[config.mk]
export PLATFORM = sky130hd
export DESIGN_NAME = stream_sum_top
export DESIGN_NICKNAME = d
export VERILOG_FILES = /design/src/rtl/stream_pkg.sv /design/src/rtl/beat_framer.sv /design/src/rtl/packet_summer.sv /design/src/rtl/stream_sum_top.sv /design/src/rtl/valid_delay.sv
export VERILOG_INCLUDE_DIRS = /design/src /design/src/rtl
export SDC_FILE = /design/constraint.sdc
export NUM_CORES = 1
export LEC_CHECK = 0
export ABC_CLOCK_PERIOD_IN_PS = 3900
export BUFFER_PORTS_ARGS = -buffer_cell sky130_fd_sc_hd__clkbuf_2
export CAP_MARGIN = 20
export CORE_ASPECT_RATIO = 2
export CORE_UTILIZATION = 59
export CTS_CLUSTER_DIAMETER = 120
export CTS_CLUSTER_SIZE = 10
export DETAILED_ROUTE_END_ITERATION = 8
export PLACE_DENSITY = 0.79
export SLEW_MARGIN = 20
export SYNTH_ARGS = -nofsm -noshare
export SYNTH_HDL_FRONTEND = slang
export SYNTH_SLANG_ARGS = --single-unit
[constraint.sdc]
create_clock -name clk -period 3.9 [get_ports clk]
set_clock_uncertainty 0.05 [all_clocks]
set_input_delay 0.195 -clock clk [delete_from_list [all_inputs] [get_ports clk]]
set_output_delay 0.195 -clock clk [all_outputs]
set_load 0.01 [all_outputs]
[src/rtl/stream_params.svh]
// Widths and depths shared by the packet summing stream; sum width must cover MAX_BEATS full beats
`ifndef STREAM_PARAMS_SVH
`define STREAM_PARAMS_SVH

// ----------------------------------------
// Datapath widths
// ----------------------------------------

// Width of one input data word
`define STREAM_DATA_WIDTH 16

// Longest packet the framer passes on before it forces a cut
`define STREAM_MAX_BEATS 16

// Bits needed to number a beat from 0 to STREAM_MAX_BEATS - 1
`define STREAM_INDEX_WIDTH 4

// Register stages between the framer and the summer
`define STREAM_DELAY_STAGES 3

`endif

[src/rtl/stream_pkg.sv]
// Types for the packet summing stream; all widths follow the macros in stream_params.svh
`default_nettype none

`include "stream_params.svh"

package stream_pkg;

  // ----------------------------------------
  // Width typedefs
  // ----------------------------------------

  // One beat's data word
  typedef logic [`STREAM_DATA_WIDTH-1:0] data_t;

  // Position of a beat within its packet, counting from 0
  typedef logic [`STREAM_INDEX_WIDTH-1:0] index_t;

  // Number of beats in a packet, one bit wider than the index so it can hold the cap
  typedef logic [`STREAM_INDEX_WIDTH:0] count_t;

  // Packet sum, wide enough for a full-length packet of full-scale words
  typedef logic [`STREAM_DATA_WIDTH+`STREAM_INDEX_WIDTH-1:0] sum_t;

  // ----------------------------------------
  // Link structs
  // ----------------------------------------

  // A framed beat as it travels from the framer to the summer
  typedef struct packed {
    data_t  data;
    index_t index;
    logic   last;
  } beat_t;

  // The per-packet result
  typedef struct packed {
    sum_t   sum;
    count_t count;
  } result_t;

endpackage

`default_nettype wire

[src/rtl/beat_framer.sv]
// Beat framer; in_last is only looked at with in_valid, and packets over STREAM_MAX_BEATS are split
`timescale 1ns/1ps
`default_nettype none

`include "stream_params.svh"

module beat_framer
  import stream_pkg::*;
(
  input  logic   clk,
  input  logic   rst,
  input  logic   in_valid,
  input  data_t  in_data,
  input  logic   in_last,
  output logic   beat_valid,
  output beat_t  beat
);

  // ----------------------------------------
  // Beat numbering
  // ----------------------------------------

  // Index that the next accepted beat will carry
  index_t beat_index;

  // The beat at the cap closes the packet even if the source has not flagged it
  logic   at_cap;

  // High when the current input beat ends a packet, by flag or by length
  logic   close_packet;

  assign at_cap       = (beat_index == index_t'(`STREAM_MAX_BEATS - 1));
  assign close_packet = in_last || at_cap;

  // The counter returns to 0 after every closing beat, so the remainder of
  // a split packet starts again from the first position
  always_ff @(posedge clk) begin
    if (rst) begin
      beat_index <= '0;
    end else if (in_valid) begin
      if (close_packet) begin
        beat_index <= '0;
      end else begin
        beat_index <= beat_index + index_t'(1);
      end
    end
  end

  // ----------------------------------------
  // Output register
  // ----------------------------------------

  // The strobe follows the input by exactly one cycle
  always_ff @(posedge clk) begin
    if (rst) begin
      beat_valid <= 1'b0;
    end else begin
      beat_valid <= in_valid;
    end
  end

  // The beat is only captured on a valid input, so it holds its last value
  // through idle cycles and is meaningful only while beat_valid is high
  always_ff @(posedge clk) begin
    if (in_valid) begin
      beat.data  <= in_data;
      beat.index <= beat_index;
      beat.last  <= close_packet;
    end
  end

endmodule

`default_nettype wire

[src/rtl/packet_summer.sv]
// Packet summer; trusts the incoming index to mark packet starts and gives no flow control
`timescale 1ns/1ps
`default_nettype none

module packet_summer
  import stream_pkg::*;
(
  input  logic    clk,
  input  logic    rst,
  input  logic    dly_valid,
  input  beat_t   dly_beat,
  output logic    result_valid,
  output result_t result
);

  // ----------------------------------------
  // Accumulation
  // ----------------------------------------

  // Running sum of the beats seen so far in the current packet
  sum_t acc;

  // Value the current beat is added to
  sum_t base_sum;

  // Sum including the current beat
  sum_t next_sum;

  // A beat at index 0 starts a fresh packet whatever the accumulator holds,
  // which also recovers cleanly from a packet that was cut short
  always_comb begin
    if (dly_beat.index == '0) begin
      base_sum = '0;
    end else begin
      base_sum = acc;
    end
    next_sum = base_sum + sum_t'(dly_beat.data);
  end

  always_ff @(posedge clk) begin
    if (rst) begin
      acc <= '0;
    end else if (dly_valid) begin
      acc <= next_sum;
    end
  end

  // ----------------------------------------
  // Result output
  // ----------------------------------------

  // One pulse per packet, one cycle after its last beat arrives
  always_ff @(posedge clk) begin
    if (rst) begin
      result_valid <= 1'b0;
    end else begin
      result_valid <= dly_valid && dly_beat.last;
    end
  end

  // The result holds until the next packet closes
  // The count is the last beat's index plus one, so a full packet reads 16
  always_ff @(posedge clk) begin
    if (dly_valid && dly_beat.last) begin
      result.sum   <= next_sum;
      result.count <= count_t'(dly_beat.index) + count_t'(1);
    end
  end

endmodule

`default_nettype wire

[src/rtl/stream_sum_top.sv]
// Packet summing top level; results appear STREAM_DELAY_STAGES + 2 cycles after each last beat
`timescale 1ns/1ps
`default_nettype none

`include "stream_params.svh"

module stream_sum_top
  import stream_pkg::*;
(
  input  logic    clk,
  input  logic    rst,
  input  logic    in_valid,
  input  data_t   in_data,
  input  logic    in_last,
  output logic    result_valid,
  output result_t result
);

  // Width of a beat once flattened for the delay line
  localparam int BEAT_BITS = $bits(beat_t);

  // ----------------------------------------
  // Internal links
  // ----------------------------------------

  // Framer to delay line
  logic  beat_valid;
  beat_t beat;

  // Delay line to summer, first as a flat vector and then as a struct again
  logic                 dly_valid;
  logic [BEAT_BITS-1:0] dly_beat_bits;
  beat_t                dly_beat;

  assign dly_beat = beat_t'(dly_beat_bits);

  // ----------------------------------------
  // Pipeline
  // ----------------------------------------

  beat_framer i_framer (
    .clk       (clk),
    .rst       (rst),
    .in_valid  (in_valid),
    .in_data   (in_data),
    .in_last   (in_last),
    .beat_valid(beat_valid),
    .beat      (beat)
  );

  // The delay line only sees a vector, so the beat is flattened on the way in
  valid_delay #(
    .NUM_STAGES(`STREAM_DELAY_STAGES),
    .BIT_WIDTH (BEAT_BITS)
  ) i_delay (
    .clk      (clk),
    .rst      (rst),
    .in_valid (beat_valid),
    .in       (beat),
    .out_valid(dly_valid),
    .out      (dly_beat_bits)
  );

  packet_summer i_summer (
    .clk         (clk),
    .rst         (rst),
    .dly_valid   (dly_valid),
    .dly_beat    (dly_beat),
    .result_valid(result_valid),
    .result      (result)
  );

endmodule

`default_nettype wire

[src/rtl/valid_delay.sv]
// Fixed delay line for a valid strobe and its payload; NUM_STAGES of 0 gives a combinational path
`timescale 1ns/1ps
`default_nettype none

module valid_delay #(
  // Number of register stages, 0 or more
  parameter int NUM_STAGES = 0,
  // Payload width, 1 or more
  parameter int BIT_WIDTH  = 1
) (
  input  logic                 clk,
  input  logic                 rst,
  input  logic                 in_valid,
  input  logic [BIT_WIDTH-1:0] in,
  output logic                 out_valid,
  output logic [BIT_WIDTH-1:0] out
);

  // ----------------------------------------
  // Stage storage
  // ----------------------------------------

  // Entry 0 is the input itself and entry NUM_STAGES is the output
  logic [NUM_STAGES:0]                stage_valid;
  logic [NUM_STAGES:0][BIT_WIDTH-1:0] stage_data;

  assign stage_valid[0] = in_valid;
  assign stage_data[0]  = in;

  // ----------------------------------------
  // Register chain
  // ----------------------------------------

  for (genvar i = 1; i <= NUM_STAGES; i++) begin : gen_stage
    // The valid bit shifts every cycle and clears on reset
    always_ff @(posedge clk) begin
      if (rst) begin
        stage_valid[i] <= 1'b0;
      end else begin
        stage_valid[i] <= stage_valid[i-1];
      end
    end

    // The payload only moves along with a valid bit, so idle cycles
    // leave the datapath registers still
    always_ff @(posedge clk) begin
      if (stage_valid[i-1]) begin
        stage_data[i] <= stage_data[i-1];
      end
    end
  end

  // With no stages these are plain wires from the input
  assign out_valid = stage_valid[NUM_STAGES];
  assign out       = stage_data[NUM_STAGES];

endmodule

`default_nettype wire

# After elaboration in Yosys (flattened, before gate mapping)
# Cells that the tools add are included.
dict set report word_totals {
  ramBits 0
  reg_bits 138
  latchBits 0
  inputBits 20
  rom_bits 0
  n_memories 0
}
dict set report op_classes {
  multipliers 0
  add_sub_neg 3
  n_reduce_logical 3
  n_eq_ne 1
  n_shift 0
  div_mod_pow 0
  bitwise_logic 0
  order_cmp 0
  muxes 2
}
# operator n
set op_table {}
lappend op_table {{$add A20 B16 Y20} 1}
lappend op_table {{$mux W20} 1}
lappend op_table {{$add A4 B1 Y5 const B} 1}
lappend op_table {{$add A4 B1 Y4 const B} 1}
lappend op_table {{$eq A4 B4 Y1 const B} 1}
lappend op_table {{$logic_not A4 Y1} 1}
lappend op_table {{$mux W4} 1}
lappend op_table {{$logic_and A1 B1 Y1} 1}
lappend op_table {{$logic_or A1 B1 Y1} 1}

# Logic depth before layout (Yosys ltp)
dict set report depth {
  ltp_word 3
  ltp_mapped 15
  ltp_nobuf 13
}

# Cells and area by module
# From an unflattened synthesis, not the netlist that was laid out.
dict set report hier_totals {
  cells_unflattened 401
  hier_area_um2 5651.7
}
# module cells_each area_per_inst_um2 n_inst
set modules_own_cells {}
lappend modules_own_cells {packet_summer 266 2668.8 1}
lappend modules_own_cells {valid_delay 90 2128.3 1}
lappend modules_own_cells {beat_framer 45 854.6 1}

# Least setup slack after synthesis
# No wires, ideal clock.
dict set report synth_timing {
  kind {reg-to-reg}
  start {register i_delay.stage_data, in the netlist i_delay.out[1]}
  end {register, netlist name i_summer.result[23]}
  setup_time_ns 0.258
  synth_period_minus_slack_ns 3.568
  arrival_ns 3.260
  path_slack_ns 0.332
  path_stages_with_launch 16
  cell_sequence {edfxtp_1 > inv_1 > ha_1 > nor3b_1 > clkbuf_1 > clkbuf_1 > nor2b_1 > ha_1 > fa_1 > a21o_1 > a21o_1 > a211o_1 > and2_4 > a21oi_4 > nor2_1 > xnor2_1}
}
dict set report synth_between {
  elab_chain_cells 3
}
# item line_no
set synth_lines {}
lappend synth_lines {{start, declared} valid_delay.sv:25} ;# logic [NUM_STAGES:0][BIT_WIDTH-1:0] stage_data;
lappend synth_lines {{start signal, assigned by index} valid_delay.sv:48} ;# stage_data[i] <= stage_data[i-1];
lappend synth_lines {{$logic_not A4 Y1} packet_summer.sv:32} ;# if (dly_beat.index == '0) begin
lappend synth_lines {{$mux W20} packet_summer.sv:32}
lappend synth_lines {{$add A20 B16 Y20} packet_summer.sv:37} ;# next_sum = base_sum + sum_t'(dly_beat.data);
lappend synth_lines {{net i_summer.next_sum[18]} packet_summer.sv:27} ;# sum_t next_sum;
# The timed path passes the listed nets, and every way through them passes these cells.
# A chain may end at the register's enable or synchronous reset.

# Worst setup path in the final report
dict set report layout_timing {
  start {register i_delay.stage_data, in the netlist i_delay.out[1]}
  end {register i_summer.acc[14]}
}
dict set report layout_between {
  elab_chain_cells 3
}
# item line_no
set layout_lines {}
lappend layout_lines {{$logic_not A4 Y1} packet_summer.sv:32}
lappend layout_lines {{$mux W20} packet_summer.sv:32}
lappend layout_lines {{$add A20 B16 Y20} packet_summer.sv:37}
lappend layout_lines {{end signal, assigned} packet_summer.sv:44} ;# acc <= next_sum;
lappend layout_lines {{end, declared} packet_summer.sv:21} ;# sum_t acc;
# No other way between the ends.

==> summary.md <==
| Metric | Value |
|---|---|
| Via density | `5.72` |
| CP Launch Type | `flop` |
| Max Freq | `0.294 GHz` |
| Initial antenna violation count | `0` |
| Main synth FF type | `edfxtp_1` |
| Compound-cell area share of the yosys netlist | `0.0840` |
| Area of the multi-input gates | `1600 µm²` |
| Post-layout util | `0.733` |
| EDFF count, synth | `109` |
| Hold path endpoint | `i_framer.beat_index[3]` |
| Net count after synthesis | `425` |
| Min-delay worst type | `primary input to flop` |
| Failing checks | `DRC` |
| Top cells by area, synth | `edfxtp_1 59%, dfxtp_1 10%, ha_1 4.3%` |
| Post-synth top area cell | `edfxtp_1` |
| Multiplexer share of the synthesized area | `0.0234` |
| Fillers | `591` |
| CTS tree | `yes` |
| Hold Path Origin | `in_last` |
| Crit path required time | `4110 ps` |
| DP HPWL | `6500 µm` |
| Die ar. | `9840 µm²` |
| Syn. warnings | `0` |
| Post_cts resized | `0` |
| Clock Pin Slew Worst Setup and Hold Paths | `60 ps` |
| Fin. max-slew vios | `0` |
| Tcrit/Tclk final | `0.873` |
| Adder-Cell Fraction of Synth Area | `0.0464` |
| RR Startpoint | `i_delay.out[1]` |
| R2r setup slk | `490 ps` |
| RSZ-0062 raised after global routing | `false` |
| Post-CTS Setup Bufs | `0` |
| DRT Pass-1 Iters | `7` |
| Total routing usage reported by global routing | `0.220` |
| Simple-gate share of the synthesized area | `0.109` |
| Max FO, Critical Path | `19` |
| Worst-skew pair later-pin latency | `410 ps` |
| First DRT Iteration DRCs | `239` |
| Area growth syn-to-layout | `19.6%` |
| IO Port Bufs | `45` |
| Worst slew pin tran | `956 ps` |
| Die X-Extent | `70.6 µm` |
| Post-Syn Instances | `385` |
| Hold Crit Depth | `4` |
| Post-synthesis sequential area ratio | `0.693` |
| CTS Buf Count | `17` |
| Die height | `139 µm` |
| Antenna-violating nets left | `0` |
| Initial cell density of the core | `0.613` |
| Endpoints failing setup | `0` |
| Layout cells sized above 1 | `0.185` |
| Max VDD drop | `490 µV` |
| Final hold viol count | `0` |
| Vias after detailed routing | `3273` |
| Remaining global-route overflow | `0` |
| Max-slew headroom | `0.362` |
| Async S/R FF share, synth | `0` |
| Leak pwr | `2.61 nW` |
| Power Density | `512 nW/µm²` |
| Maximum buffer depth of the clock tree | `2` |
| First-pass GRT wire length | `16100 µm` |
| R2R depth | `13` |
| Reg2reg end | `i_summer.acc[14]` |
| Mapped cell area | `5560 µm²` |
| Max Cap Violations | `0` |
| Arrival time worst endpoint | `3610 ps` |
| Syn Area/Cell | `14.4 µm²` |
| Critical path class | `flop to flop` |
| Core box area | `9070 µm²` |
| Post-synth cell types | `60` |
| DR WL/cell | `17.1 µm` |
| DRC errors left | `5` |
| Nets@finish | `497` |
| Synth Register Bits | `138` |
| GP Congestion | `0.889` |
| Sink Count | `138` |
| CTS root buf | `clkbuf_16` |
| Register area | `3850 µm²` |
| Worst setup EP type | `flop` |
| ANT cells | `0` |
| Yosys top cell area share | `0.589` |
| Main combinational cell family by area after synthesis | `simple AND/OR/NAND/NOR gates` |
| WL final | `9790 µm` |
| Min Tclk post-route | `3410 ps` |
| IO Count | `46` |
| Number of global-route vias before repair | `3576` |
| Largest net degree at the start of global routing | `32` |
| Row count | `49` |
| Status | `finished with violations` |
| Area share of xor/xnor cells in the synthesized design | `0.0252` |
| Final setup TNS | `0 ps` |
| H-tree levels | `4` |
per-stage QoR:
stage | total power, mW | cells | area (µm²) | hold slack [ps] | setup slack [ps]
after floorplan | 1.72 | 385 | 5560 | 244 | 332
after global placement | 1.74 | 524 | 5870 | 322 | 609
after CTS | 3.43 | 572 | 6650 | 55.7 | 509
after global routing | 3.50 | 572 | 6650 | 90.7 | 297
final | 3.40 | 572 | 6650 | 67.4 | 495
after detailed placement | 1.75 | 524 | 5870 | 324 | 531
layout make-up:
type,count,area share
Tap cell,102,0.0192
Clock buffer,18,0.0645
Clock inverter,14,0.0292
Multi-Input combinational cell,227,0.241
Inverter,9,0.00508
Timing Repair Buffer,64,0.0613
Sequential cell,138,0.579
cell usage after synthesis (all sizes together), types with 2 or more instances:
library cell	n
a21boi	2
a21o	14
a21oi	16
a31o	2
a31oi	3
and2	5
and3	5
buf	6
clkbuf	5
dfxtp	29
edfxtp	109
ha	19
inv	9
mux2i	13
nand2	21
nand2b	3
nand3	7
nand4	2
nor2	30
nor2b	21
nor3	4
nor3b	5
o211ai	2
o21a	2
o21ai	9
o22ai	2
o32ai	2
or2	2
xnor2	10
xor2	6
metal layers:
layer | share of wire | track usage
met5 | 0 | 0
met4 | 0.036 | 0.128
met3 | 0.032 | 0.0514
met2 | 0.58 | 0.417
met1 | 0.35 | 0.208
sequential cells by signal (all words and copies together), names as in the netlist:
signal                 cells
i_framer.beat             21
i_summer.result_valid      1
i_delay.out_valid          1
i_framer.beat_valid        1
i_summer.result           25
i_delay.stage_valid        2
i_delay.stage_data        42
i_summer.acc              20
i_framer.beat_index        4
i_delay.out               21
report_power, final:
part / switching [mW] / internal [mW] / leakage, nW
combinational: 0.0422 / 0.0358 / 1.07
clock: 0.599 / 1.07 / 0.293
sequential: 0.0223 / 1.63 / 1.25
total: 0.663 / 2.74 / 2.61
logic make-up (layout without fill, tap and decap cells):
family,after synthesis,in the layout
AO/OA/AOI/OAI,66,66
XOR/XNOR,16,16
adder cells (fa/ha/maj),20,20
buffers and inverters,20,105
flip-flops,138,138
multiplexers,13,13
AND/OR/NAND/NOR,112,112
timing repair:
action,in CTS,in global routing
setup endpoints to repair,0,0
endpoints found under the hold margin,16,0
hold buffers,16,0
worst max-delay path by stage:
stage / from / end / slack (ps) / depth (start not counted)
3_5_place_dp: i_delay.out[1] / i_summer.result[23] / 530 / 13
2_1_floorplan: i_delay.out[1] / i_summer.result[23] / 330 / 15
3_3_place_gp: i_delay.out[1] / i_summer.result[23] / 610 / 13
4_1_cts: i_delay.out[1] / i_summer.acc[14] / 510 / 13
5_1_grt: i_delay.out[1] / i_summer.acc[14] / 300 / 13
6_report: i_delay.out[1] / i_summer.acc[14] / 490 / 13
worst max-delay path: stages, from the launching register on:
cell and delay [ps]:
edfxtp_1 410, inv_1 90, ha_1 160, nor3b_2 190, buf_4 280, nor2b_1 120, fa_1 430, a21o_1 190
a21o_1 200, a211o_1 340, a41oi_1 300, o21ai_0 140, a31oi_1 220, o311ai_1 130
cells in the final DEF, fill, tap and decap left out, drive strengths merged, types with 7 or more instances in the layout:
cell / count
nand3: 7
inv: 12
nor2b: 21
edfxtp: 109
mux2i: 13
o21ai: 9
ha: 19
dfxtp: 29
nand2: 21
a21oi: 16
clkbuf: 63
xnor2: 10
a21o: 14
nor2: 30
dlygate4sd3: 16
Note: power is estimated with default switching activity, not from simulation.
